File: src/common/cpu_macros.svh
`ifndef CPU_MACROS_SVH
`define CPU_MACROS_SVH

// datapath word width
`define WORD_WIDTH 16

// architectural registers with r0 hardwired to zero
`define REG_COUNT 16

// opcode field of the instruction word
`define OPCODE_WIDTH 4

`endif
File: src/common/isa_pkg.sv
`default_nettype none

`include "cpu_macros.svh"

package isa_pkg;

  // values 10 to 15 are illegal
  typedef enum logic [`OPCODE_WIDTH-1:0] {
    op_add    = 4'd0,
    op_sub    = 4'd1,
    op_xor    = 4'd2,
    op_red    = 4'd3,
    op_sll    = 4'd4,
    op_sra    = 4'd5,
    op_ror    = 4'd6,
    op_paddsb = 4'd7,
    op_llb    = 4'd8,
    op_lhb    = 4'd9
  } opcode_t;

  // instruction word fields
  localparam int opcode_msb = 15;
  localparam int opcode_lsb = 12;
  localparam int rd_msb     = 11;
  localparam int rd_lsb     = 8;
  localparam int rs_msb     = 7;
  localparam int rs_lsb     = 4;
  localparam int rt_msb     = 3;
  localparam int rt_lsb     = 0;
  // immediates overlap the register fields
  localparam int imm4_msb   = 3;
  localparam int imm4_lsb   = 0;
  localparam int imm8_msb   = 7;
  localparam int imm8_lsb   = 0;

endpackage

`default_nettype wire

File: src/common/exec_pkg.sv
`default_nettype none

`include "cpu_macros.svh"

package exec_pkg;

  // decoded operation handed from issue to execute
  typedef struct packed {
    isa_pkg::opcode_t                 opcode;
    // write-back register
    logic [$clog2(`REG_COUNT)-1:0]    dest;
    // rs, or rd for byte loads
    logic [`WORD_WIDTH-1:0]           operand_a;
    // rt or a zero-extended immediate
    logic [`WORD_WIDTH-1:0]           operand_b;
  } exec_op_t;

endpackage

`default_nettype wire

File: src/design/cpu_exec_top.sv
`default_nettype none

`include "cpu_macros.svh"

module cpu_exec_top (
  input  wire logic                            clk,
  input  wire logic                            rst_n,
  input  wire logic                            instr_valid,
  input  wire logic [15:0]                     instr,
  output logic                                 result_valid,
  output logic      [`WORD_WIDTH-1:0]          result,
  output logic      [$clog2(`REG_COUNT)-1:0]   result_dest,
  output logic                                 err
);

  logic [$clog2(`REG_COUNT)-1:0] rd_addr_a;
  logic [$clog2(`REG_COUNT)-1:0] rd_addr_b;
  logic [`WORD_WIDTH-1:0]        rd_data_a;
  logic [`WORD_WIDTH-1:0]        rd_data_b;
  logic                          fwd_en;
  logic [$clog2(`REG_COUNT)-1:0] fwd_addr;
  logic [`WORD_WIDTH-1:0]        alu_result;
  logic                          op_valid;
  exec_pkg::exec_op_t            op;
  logic                          wb_en;
  logic [$clog2(`REG_COUNT)-1:0] wb_addr;
  logic [`WORD_WIDTH-1:0]        wb_data;

  issue_stage issue_i (
    .clk         (clk),
    .rst_n       (rst_n),
    .instr_valid (instr_valid),
    .instr       (instr),
    .rd_addr_a   (rd_addr_a),
    .rd_addr_b   (rd_addr_b),
    .rd_data_a   (rd_data_a),
    .rd_data_b   (rd_data_b),
    .fwd_en      (fwd_en),
    .fwd_addr    (fwd_addr),
    .fwd_data    (alu_result),
    .op_valid    (op_valid),
    .op          (op)
  );

  reg_file reg_file_i (
    .clk       (clk),
    .rst_n     (rst_n),
    .rd_addr_a (rd_addr_a),
    .rd_addr_b (rd_addr_b),
    .rd_data_a (rd_data_a),
    .rd_data_b (rd_data_b),
    .wb_en     (wb_en),
    .wb_addr   (wb_addr),
    .wb_data   (wb_data)
  );

  exec_stage exec_i (
    .clk          (clk),
    .rst_n        (rst_n),
    .op_valid     (op_valid),
    .op           (op),
    .alu_result   (alu_result),
    .fwd_en       (fwd_en),
    .fwd_addr     (fwd_addr),
    .result_valid (result_valid),
    .result       (result),
    .result_dest  (result_dest),
    .err          (err),
    .wb_en        (wb_en),
    .wb_addr      (wb_addr),
    .wb_data      (wb_data)
  );

endmodule

`default_nettype wire

File: src/alu/exec_stage.sv
`default_nettype none

`include "cpu_macros.svh"

module exec_stage (
  input  wire logic                            clk,
  input  wire logic                            rst_n,
  input  wire logic                            op_valid,
  input  wire exec_pkg::exec_op_t              op,
  output logic      [`WORD_WIDTH-1:0]          alu_result,
  output logic                                 fwd_en,
  output logic      [$clog2(`REG_COUNT)-1:0]   fwd_addr,
  output logic                                 result_valid,
  output logic      [`WORD_WIDTH-1:0]          result,
  output logic      [$clog2(`REG_COUNT)-1:0]   result_dest,
  output logic                                 err,
  output logic                                 wb_en,
  output logic      [$clog2(`REG_COUNT)-1:0]   wb_addr,
  output logic      [`WORD_WIDTH-1:0]          wb_data
);

  logic op_legal;
  logic alu_err;

  alu alu_i (
    .aluop   (op.opcode),
    .alu_in1 (op.operand_a),
    .alu_in2 (op.operand_b),
    .alu_out (alu_result),
    .err     (alu_err)
  );

  assign op_legal = (op.opcode <= isa_pkg::op_lhb);

  // write lands on the same edge as the result registers
  assign wb_en   = op_valid && op_legal && (op.dest != '0);
  assign wb_addr = op.dest;
  assign wb_data = alu_result;

  // in-flight write seen by the next issue
  assign fwd_en   = wb_en;
  assign fwd_addr = op.dest;

  always_ff @(posedge clk) begin
    if (!rst_n) begin
      result_valid <= 1'b0;
      err          <= 1'b0;
    end else begin
      result_valid <= op_valid;
      err          <= op_valid && alu_err;
    end
  end

  always_ff @(posedge clk) begin
    if (op_valid) begin
      result      <= alu_result;
      result_dest <= op.dest;
    end
  end

  a_illegal_zero: assert property (@(posedge clk) disable iff (!rst_n)
    op_valid && !op_legal |=> result_valid && err && (result == '0));

endmodule

`default_nettype wire

File: src/alu/alu.sv
`default_nettype none

`include "cpu_macros.svh"

module alu (
  input  wire isa_pkg::opcode_t           aluop,
  input  wire logic [`WORD_WIDTH-1:0]     alu_in1,
  input  wire logic [`WORD_WIDTH-1:0]     alu_in2,
  output logic      [`WORD_WIDTH-1:0]     alu_out,
  output logic                            err
);

  localparam int msb          = `WORD_WIDTH - 1;
  localparam int shamt_width  = $clog2(`WORD_WIDTH);
  localparam int nibble_count = `WORD_WIDTH / 4;
  localparam int byte_count   = `WORD_WIDTH / 8;

  localparam logic [`WORD_WIDTH-1:0] max_pos = {1'b0, {msb{1'b1}}};
  localparam logic [`WORD_WIDTH-1:0] max_neg = {1'b1, {msb{1'b0}}};

  logic [`WORD_WIDTH-1:0] sum;
  logic [`WORD_WIDTH-1:0] diff;
  logic                   add_ovf;
  logic                   sub_ovf;
  logic [`WORD_WIDTH-1:0] add_sat;
  logic [`WORD_WIDTH-1:0] sub_sat;
  logic [shamt_width-1:0] shamt;
  logic [`WORD_WIDTH-1:0] sll_val;
  logic [`WORD_WIDTH-1:0] sra_val;
  logic [`WORD_WIDTH-1:0] ror_val;
  logic [3:0]             nib_a;
  logic [3:0]             nib_b;
  logic [3:0]             nib_s;
  logic [`WORD_WIDTH-1:0] paddsb_val;
  logic [`WORD_WIDTH-1:0] red_val;

  // signed overflow from operand and result signs
  assign sum     = alu_in1 + alu_in2;
  assign diff    = alu_in1 - alu_in2;
  assign add_ovf = (alu_in1[msb] == alu_in2[msb]) && (sum[msb] != alu_in1[msb]);
  assign sub_ovf = (alu_in1[msb] != alu_in2[msb]) && (diff[msb] != alu_in1[msb]);
  assign add_sat = add_ovf ? (alu_in1[msb] ? max_neg : max_pos) : sum;
  assign sub_sat = sub_ovf ? (alu_in1[msb] ? max_neg : max_pos) : diff;

  // log shifter with one stage per bit of imm4
  assign shamt = alu_in2[shamt_width-1:0];

  always_comb begin
    sll_val = alu_in1;
    sra_val = alu_in1;
    ror_val = alu_in1;
    for (int i = 0; i < shamt_width; i++) begin
      if (shamt[i]) begin
        sll_val = sll_val << (1 << i);
        sra_val = $signed(sra_val) >>> (1 << i);
        ror_val = (ror_val >> (1 << i)) | (ror_val << (`WORD_WIDTH - (1 << i)));
      end
    end
  end

  // each nibble saturates on its own
  always_comb begin
    for (int n = 0; n < nibble_count; n++) begin
      nib_a = alu_in1[4*n +: 4];
      nib_b = alu_in2[4*n +: 4];
      nib_s = nib_a + nib_b;
      if (nib_a[3] == nib_b[3] && nib_s[3] != nib_a[3]) begin
        paddsb_val[4*n +: 4] = nib_a[3] ? 4'h8 : 4'h7;
      end else begin
        paddsb_val[4*n +: 4] = nib_s;
      end
    end
  end

  // sum of all signed bytes fits without overflow
  always_comb begin
    red_val = '0;
    for (int k = 0; k < byte_count; k++) begin
      red_val = red_val + {{(`WORD_WIDTH-8){alu_in1[8*k+7]}}, alu_in1[8*k +: 8]};
      red_val = red_val + {{(`WORD_WIDTH-8){alu_in2[8*k+7]}}, alu_in2[8*k +: 8]};
    end
  end

  always_comb begin
    err = 1'b0;
    case (aluop)
      isa_pkg::op_add: begin
        alu_out = add_sat;
        err     = add_ovf;
      end
      isa_pkg::op_sub: begin
        alu_out = sub_sat;
        err     = sub_ovf;
      end
      isa_pkg::op_xor:    alu_out = alu_in1 ^ alu_in2;
      isa_pkg::op_red:    alu_out = red_val;
      isa_pkg::op_sll:    alu_out = sll_val;
      isa_pkg::op_sra:    alu_out = sra_val;
      isa_pkg::op_ror:    alu_out = ror_val;
      isa_pkg::op_paddsb: alu_out = paddsb_val;
      isa_pkg::op_llb:    alu_out = {alu_in1[msb:8], alu_in2[7:0]};
      isa_pkg::op_lhb:    alu_out = {alu_in2[7:0], alu_in1[7:0]};
      default: begin
        alu_out = '0;
        err     = 1'b1;
      end
    endcase
  end

endmodule

`default_nettype wire

File: src/design/reg_file.sv
`default_nettype none

`include "cpu_macros.svh"

module reg_file (
  input  wire logic                            clk,
  input  wire logic                            rst_n,
  input  wire logic [$clog2(`REG_COUNT)-1:0]   rd_addr_a,
  input  wire logic [$clog2(`REG_COUNT)-1:0]   rd_addr_b,
  output logic      [`WORD_WIDTH-1:0]          rd_data_a,
  output logic      [`WORD_WIDTH-1:0]          rd_data_b,
  input  wire logic                            wb_en,
  input  wire logic [$clog2(`REG_COUNT)-1:0]   wb_addr,
  input  wire logic [`WORD_WIDTH-1:0]          wb_data
);

  logic [`WORD_WIDTH-1:0] regs [`REG_COUNT];

  always_ff @(posedge clk) begin
    if (!rst_n) begin
      for (int i = 0; i < `REG_COUNT; i++) begin
        regs[i] <= '0;
      end
    end else if (wb_en) begin
      regs[wb_addr] <= wb_data;
    end
  end

  // r0 is hardwired
  assign rd_data_a = (rd_addr_a == '0) ? '0 : regs[rd_addr_a];
  assign rd_data_b = (rd_addr_b == '0) ? '0 : regs[rd_addr_b];

  // execute must filter r0 writes
  a_no_r0_write: assert property (@(posedge clk) disable iff (!rst_n)
    wb_en |-> wb_addr != '0);

endmodule

`default_nettype wire

File: src/design/issue_stage.sv
`default_nettype none

`include "cpu_macros.svh"

module issue_stage (
  input  wire logic                            clk,
  input  wire logic                            rst_n,
  input  wire logic                            instr_valid,
  input  wire logic [15:0]                     instr,
  output logic      [$clog2(`REG_COUNT)-1:0]   rd_addr_a,
  output logic      [$clog2(`REG_COUNT)-1:0]   rd_addr_b,
  input  wire logic [`WORD_WIDTH-1:0]          rd_data_a,
  input  wire logic [`WORD_WIDTH-1:0]          rd_data_b,
  input  wire logic                            fwd_en,
  input  wire logic [$clog2(`REG_COUNT)-1:0]   fwd_addr,
  input  wire logic [`WORD_WIDTH-1:0]          fwd_data,
  output logic                                 op_valid,
  output exec_pkg::exec_op_t                   op
);

  isa_pkg::opcode_t                opcode;
  logic [$clog2(`REG_COUNT)-1:0]   rd;
  logic [$clog2(`REG_COUNT)-1:0]   rs;
  logic [$clog2(`REG_COUNT)-1:0]   rt;
  logic [3:0]                      imm4;
  logic [7:0]                      imm8;
  logic                            is_byte_load;
  logic [`WORD_WIDTH-1:0]          src_a;
  logic [`WORD_WIDTH-1:0]          src_b;
  logic [`WORD_WIDTH-1:0]          operand_b;

  assign opcode = isa_pkg::opcode_t'(instr[isa_pkg::opcode_msb:isa_pkg::opcode_lsb]);
  assign rd     = instr[isa_pkg::rd_msb:isa_pkg::rd_lsb];
  assign rs     = instr[isa_pkg::rs_msb:isa_pkg::rs_lsb];
  assign rt     = instr[isa_pkg::rt_msb:isa_pkg::rt_lsb];
  assign imm4   = instr[isa_pkg::imm4_msb:isa_pkg::imm4_lsb];
  assign imm8   = instr[isa_pkg::imm8_msb:isa_pkg::imm8_lsb];

  // llb/lhb keep the other byte of rd
  assign is_byte_load = (opcode == isa_pkg::op_llb) || (opcode == isa_pkg::op_lhb);
  assign rd_addr_a    = is_byte_load ? rd : rs;
  assign rd_addr_b    = rt;

  // bypass the value still in execute; fwd_en is never set for r0
  assign src_a = (fwd_en && fwd_addr == rd_addr_a) ? fwd_data : rd_data_a;
  assign src_b = (fwd_en && fwd_addr == rd_addr_b) ? fwd_data : rd_data_b;

  always_comb begin
    case (opcode)
      isa_pkg::op_sll,
      isa_pkg::op_sra,
      isa_pkg::op_ror: operand_b = {{(`WORD_WIDTH-4){1'b0}}, imm4};
      isa_pkg::op_llb,
      isa_pkg::op_lhb: operand_b = {{(`WORD_WIDTH-8){1'b0}}, imm8};
      default:         operand_b = src_b;
    endcase
  end

  always_ff @(posedge clk) begin
    if (!rst_n) begin
      op_valid <= 1'b0;
    end else begin
      op_valid <= instr_valid;
    end
  end

  // decoded payload qualified by op_valid
  always_ff @(posedge clk) begin
    if (instr_valid) begin
      op.opcode    <= opcode;
      op.dest      <= rd;
      op.operand_a <= src_a;
      op.operand_b <= operand_b;
    end
  end

  a_instr_known: assert property (@(posedge clk) disable iff (!rst_n)
    instr_valid |-> !$isunknown(instr));

endmodule

`default_nettype wire

File: config.mk
export PLATFORM = sky130hd
export DESIGN_NAME = cpu_exec_top
export DESIGN_NICKNAME = d
export VERILOG_FILES = /design/src/common/isa_pkg.sv /design/src/common/exec_pkg.sv /design/src/design/cpu_exec_top.sv /design/src/alu/exec_stage.sv /design/src/alu/alu.sv /design/src/design/reg_file.sv /design/src/design/issue_stage.sv
export VERILOG_INCLUDE_DIRS = /design/src /design/src/common
export SDC_FILE = /design/constraint.sdc
export NUM_CORES = 1
export LEC_CHECK = 0
export BUFFER_PORTS_ARGS = -buffer_cell sky130_fd_sc_hd__buf_2
export CORE_UTILIZATION = 50
export DETAILED_ROUTE_END_ITERATION = 6
export HOLD_SLACK_MARGIN = 0.15
export PLACE_DENSITY = 0.68
export SLEW_MARGIN = 10
export SYNTH_ARGS = -nofsm -noshare
export SYNTH_HDL_FRONTEND = slang
export SYNTH_SLANG_ARGS = --single-unit
File: constraint.sdc
create_clock -name clk -period 4.2 [get_ports clk]
set_input_delay 0.63 -clock clk [delete_from_list [all_inputs] [get_ports clk]]
set_output_delay 0.63 -clock clk [all_outputs]
set_load 0.02 [all_outputs]
==> qor.yml, run 1 <==
portBuffers: 40
synth_cells: 1823
powerDensity_nw_per_um2: 435
r2r_slack_ns: -0.06
max_stage_delay_ns: 0.45
grt_pass1_wl_um: 106000
placed_area_um2: 23200
synthToLayoutAreaGrowth_pct: 16.5
vias: 17000
die_x_um: 208
core_um2: 41900
antenna_found_initial: 1
min_from: "instr[12]"
rsz0062_at_grt: "true"
synthTopCellsByArea: "edfxtp_1, mux4_2, nor2_1"
rr_endpoint: "issue_i.op[16]"
critPathMostFrequentCell: "buf_4"
vias_per_cell: 6.69
period_needed_ns: 4.26
outcome: "finished, violations left"
clk_latency_ns: 0.52
dpl.hpwl_um: 51800
finClkSkew_ns: 0.0269
power_uw: 10800
post-route-util_pct: 59.0
gr-usage-all-layers_pct: 33.1
drt_iter0_drc: 2237
synth_top_area_share_pct: 44.7
cap_violations: 0
drt_pre_antenna_iters: 7
min_period_over_period_pct: 101
grt-ovfl-total: 0
multiInputGateArea_um2: 11000
wl_per_cell_um: 28.6
p_leak_uw: 0.00933
cp.buffers_inverters: 5
worst_pin_slew_ns: 1.09
critical_path_class: "reg2reg"
grt_pass1_vias: 16600
drc_errors: 16
finalWorstSetupSlack_ns: -0.0614
postSynthAreaPerCell_um2: 11.7
boundaryPins: 41
maxSlewHeadroom_pct: 27.1
synth_async_sr_flop_share_pct: 0
ys.flop_type: "edfxtp_1"
core.rowCount: 75
finalNonFillerCells: 2533
crit_chain: "inv_2, ha_4, a21oi_2, a2111oi_4, a2111oi_2, a21boi_2, o21bai_1, a21oi_2, fa_1, nor3b_2, buf_4, nand3_4, buf_4, buf_4, a22o_1, o2111ai_1, a21oi_1, buf_4, o21ai_0"
cts_tree: "yes"
drive_gt1_share_pct: 28.3
syn_area_um2: 21200
cts_num_sinks: 319
die_y_um: 208
cts_buffers: 34
crit_slowest_cell: "fa_1"
drv_slew: 0
cts_root_buf: "clkbuf_16"
final_area_um2: 24800
peakVddDrop_uv: 359
fin_nets: 2054
fmax_mhz: 235
postRouteAntennaNets: 0
cp_max_fo: 4
gp_congestion: 1.01
num-fill-cells: 3369
cp-start-kind: "flop"
synth_edf_count: 316
yosysSeqAreaShare_pct: 45.0
cp-end-kind: "flop"
setup_viol: 6
grt_max_degree: 52
antennaDiodeCount: 0
hold_end: "issue_i.op[36]"
cts_buffer_depth: 3
required_ns: 4.46
htreeDepth: 2
seq_area_um2: 9550
placed_cells: 2463
hold_buffers: 0
crit_family: "compound AO/OA/AOI/OAI gates"
ys_types: 94
start_util_pct: 50.6
wirelength_um: 72400
design.die.area_um2: 43300
path_clk_slew_ns: 0.06
yosysTopAreaCell: "edfxtp_1"
crit_start: "issue_i.op[9]"
ff2ff_path_depth: 19
finalHoldViolCount: 0
hold_class: "in2reg"
worstPathArrival_ns: 4.53
yosysWarnings: 0
ys_ff_latch: 319
violations: "design-rule violations, negative setup slack"
worst_r2r_startpoint: "issue_i.op[9]"
whs_ns: 0.326
min_path_cells: 1
-- Yosys cell counts, types with 18 or more instances --
library cell	number
a21oi_1	74
buf_2	58
clkbuf_1	59
edfxtp_1	316
fa_1	23
ha_1	41
inv_1	81
mux2i_1	61
mux4_2	145
nand2_1	110
nand3_1	34
nor2_1	306
nor2_2	18
nor2b_1	31
nor3_1	28
o21ai_0	77
xnor2_1	23
-- per-layer routing --
metal  share of wire [%]  GRT usage (%)  vias to the layer above  routed length (um)
met1                  35           41.1                     8410               25600
met3                 9.2           4.65                      254                6680
met5               0.018              0                        -                  13
met2                  49           55.6                     1162               35500
met4                 6.4           19.0                        2                4620
li1                    -              -                     7127                   -
-- worst max-delay path by stage --
stage	end	slack (ns)	cells after the start
2_1_floorplan	reg_file_i.regs[10][7]	-0.005	17
3_3_place_gp	issue_i.op[27]	-0.34	16
3_5_place_dp	issue_i.op[27]	-0.37	17
4_1_cts	issue_i.op[18]	-0.005	19
5_1_grt	reg_file_i.regs[14][10]	-0.17	18
6_report	issue_i.op[16]	-0.06	19
-- registers in the layout, indices dropped and copies added (netlist names) --
register and flops:
exec_i.err 1, exec_i.result_dest 4, reg_file_i.regs 256, issue_i.op 40
issue_i.op_valid 1, exec_i.result 16, exec_i.result_valid 1
-- metrics by stage --
stage	TNS [ns]	setup WS (ns)
finish	-0.0829	-0.0614
global route	-3.99	-0.174
CTS	-0.00470	-0.00470
detailed placement	-12.67	-0.372
global placement	-12.78	-0.340
floorplan	-0.0443	-0.00492
-- final cells by class --
cell class / count / area share [%]
multi-input combinational: 1282 / 44.3
sequential: 319 / 38.6
timing repair buffer: 243 / 8.59
clock buffer: 43 / 3.66
tap: 539 / 2.72
inverter: 91 / 1.38
clock inverter: 16 / 0.758
-- power by group --
part           total, uW  internal (uW)  switching, uW
sequential          3810           3690            115
combinational       3940           1660           2280
clock               3000           1780           1230
-- cells in the final DEF, fill, tap and decap left out, types with 21 or more instances in the layout --
master,synthesis,layout
buf_2,58,39
nand3_1,34,31
buf_12,2,26
nand2_1,110,109
nor3_1,28,27
ha_1,41,34
inv_1,81,73
a21oi_1,74,70
o21ai_0,77,69
fa_1,23,22
buf_4,17,170
mux4_2,145,145
clkbuf_16,0,38
nor2_2,18,21
xnor2_1,23,23
mux2i_1,61,57
edfxtp_1,316,316
nor2_1,306,303
nor2b_1,31,31
-- logic make-up after synthesis --
group                    share of synthesized area (%)
buffers and inverters                             5.20
XOR/XNOR                                          1.40
AND/OR/NAND/NOR                                   12.9
flip-flops                                        45.0
other                                           0.0177
adder cells (fa/ha/maj)                           4.58
multiplexers                                      19.8
AO/OA/AOI/OAI                                     11.1
-- what timing repair did --
item | 4_1_cts | 5_1_grt
buffers inserted | 1 | 8
gates cloned | 0 | 3
pin swaps | 4 | 35
setup endpoints to repair | 115 | 258
gates resized for setup | 16 | 54
(Power assumes the default switching activity.)
==> run 2, diff against run 1 <==
- CORE_MARGIN: default -> 4
==> run 2 against run 1 <==
Net effect:
- the flow finishes with violations (negative setup slack)
- fmax grew 0.25%
- final cell count grew 0.79%
- combinational power grew 7.9%
- critical path depth shrank 1
==> qor.yml, run 2 (synthesis results as in run 1) <==
crit_start: "issue_i.op[25]"
met3_usage_pct: 3.32  # -1.3 points
crit_slowest_cell: "fa_1"
die_y_um: 214  # +2.9%
placed_area_um2: 23200  # about the same
hold_class: "in2reg"
vias: 16600  # -2.2%
synthToLayoutAreaGrowth_pct: 18.3
worst_r2r_startpoint: "issue_i.op[25]"
busiest_layer: "met2"
path_clk_slew_ns: 0.06  # about the same
grt_max_degree: 69  # +33%
crit_family: "compound AO/OA/AOI/OAI gates"
drc_errors: 0  # -16
htreeDepth: 2  # unchanged
layout_common_cells: "edfxtp_1, nor2_1, buf_4, mux4_2, nand2_1"
cap_violations: 0  # unchanged
fmax_mhz: 235  # +0.25%
grt-ovfl-total: 0  # unchanged
gr-usage-all-layers_pct: 29.5  # -3.6 points
antennaDiodeCount: 0  # unchanged
gp_congestion: 0.993  # -1.5%
drt_iter0_drc: 1822  # -19%
powerDensity_nw_per_um2: 437  # +0.49%
cp-end-kind: "flop"
portBuffers: 40  # unchanged
drv_slew: 0  # unchanged
die_x_um: 214  # +2.9%
rsz0062_at_grt: "true"
postRouteAntennaNets: 0  # unchanged
violations: "negative setup slack"
critical_path_class: "reg2reg"
setup_viol: 33  # +27
max_stage_delay_ns: 0.60  # +0.15 ns
largest_register_ffs: 256  # unchanged
p_leak_uw: 0.00948  # +1.6%
wl_per_cell_um: 27.6  # -3.4%
required_ns: 4.47  # about the same
worst_pin_slew_ns: 0.944  # -0.146 ns
cts_buffers: 34  # unchanged
vias_per_cell: 6.50  # -2.9%
antenna_found_initial: 0  # -1
start_util_pct: 50.6  # unchanged
design.die.area_um2: 45800  # +5.8%
seq_area_um2: 9550  # unchanged
peakVddDrop_uv: 447  # +25%
use_met2_pct: 50.6  # -5.0 points
cts_num_sinks: 319  # unchanged
core_um2: 41900  # unchanged
cp_max_fo: 5  # +1
drt_pre_antenna_iters: 6  # -1
maxSlewHeadroom_pct: 37.0  # +9.9 points
cts_root_buf: "clkbuf_16"
regMostFlops: "reg_file_i.regs"
cp-start-kind: "flop"
fin_nets: 2072  # +0.88%
cp.buffers_inverters: 3  # -2
finalWorstSetupSlack_ns: -0.0508  # +0.0106 ns
min_from: "instr[12]"
place_ws_ns: -0.473  # -0.101 ns
finalHoldViolCount: 0  # unchanged
final_area_um2: 25100  # +1.5%
outcome: "finished, violations left"
finClkSkew_ns: 0.0194  # -0.00757 ns
worstPathArrival_ns: 4.52  # about the same
met1_usage_pct: 38.1  # -3.1 points
hold_buffers: 0  # unchanged
dpl.hpwl_um: 50900  # -1.9%
clk_latency_ns: 0.53  # about the same
min_period_over_period_pct: 101  # -0.25 points
drive_gt1_share_pct: 30.4  # +2.1 points
crit_chain: "ha_4, nand3_4, a2111oi_4, a2111oi_4, a21boi_2, o21bai_1, a21oi_2, fa_1, nand3_2, buf_6, and3_4, buf_6, o21ai_2, nand2_2, a221oi_4, and4_4, clkbuf_16, nor2_2"
cts_tree: "yes"
top_regs: "reg_file_i.regs: 256 flops, issue_i.op: 40 flops, exec_i.result: 16 flops"
multiInputGateArea_um2: 11100  # +1.5%
boundaryPins: 41  # unchanged
wirelength_um: 70500  # -2.6%
fin_tns_setup_ns: -0.904  # -0.821 ns
core.rowCount: 75  # unchanged
grt_pass1_wl_um: 104000  # -2.5%
grt_pass1_vias: 16200  # -2.3%
cts_buffer_depth: 3  # unchanged
period_needed_ns: 4.25  # -0.0106 ns
layout.cells.most_common: "edfxtp_1"
num-fill-cells: 3362  # -0.21%
[run 2: cell count changes in the layout (fill, tap and decap cells not counted), moves of 4 or more]
cell     before  now
nor2_1      303  286
nor2_2       21   35
buf_4       170  180
o21ai_1      15   11
[run 2: path summary, 6_finish.rpt]
path	endpoint	slack, ns	depth (start not counted)
worst max-delay path	reg_file_i.regs[8][2]	-0.05	18
worst min-delay path	issue_i.op[36]	0.30	1
worst max register to register	reg_file_i.regs[8][2]	-0.05	18
worst min register to register	exec_i.result_dest[1]	0.67	0
[run 2: report_power, final]
group          total, uW  internal, uW  switching [uW]
Sequential          3810          3690             116
Combinational       4250          1860            2390
Clock               2910          1690            1220
[run 2: timing repair]
| item | 4_1_cts | 5_1_grt |
|---|---|---|
| buffers inserted | 6 | 12 |
| hold endpoints to repair | 0 | 0 |
| gates cloned | 0 | 8 |
| pin swaps | 7 | 43 |
| resized for setup | 28 | 82 |
| setup endpoints to repair | 201 | 267 |
[run 2: metal layers]
layer	wire length, um	share of wire (%)	up-vias
li1	-	-	7172
met1	26100	37	8252
met2	35000	50	994
met3	5870	8.3	168
met4	3500	5.0	0
met5	0	0	-
[run 2: stage by stage]
stage                     power, uW  util (%)  hold slack, ns  std cells
after floorplan                6040         -           0.424       1838
after global placement         7390      55.4           0.637       2467
after detailed placement       7430      55.4           0.653       2467
after CTS                     10500      58.4           0.284       2534
after global routing          11400      59.9           0.294       2553
final                         11000      59.9           0.305       2553
[run 2: cell type report]
| class | instances | share of cell area (%) |
|---|---|---|
| Clock buffer | 44 | 3.54 |
| Clock inverter | 17 | 0.692 |
| Inverter | 91 | 1.36 |
| Multi-Input combinational cell | 1282 | 44.3 |
| Sequential cell | 319 | 38.0 |
| Tap cell | 539 | 2.68 |
| Timing Repair Buffer | 261 | 9.41 |
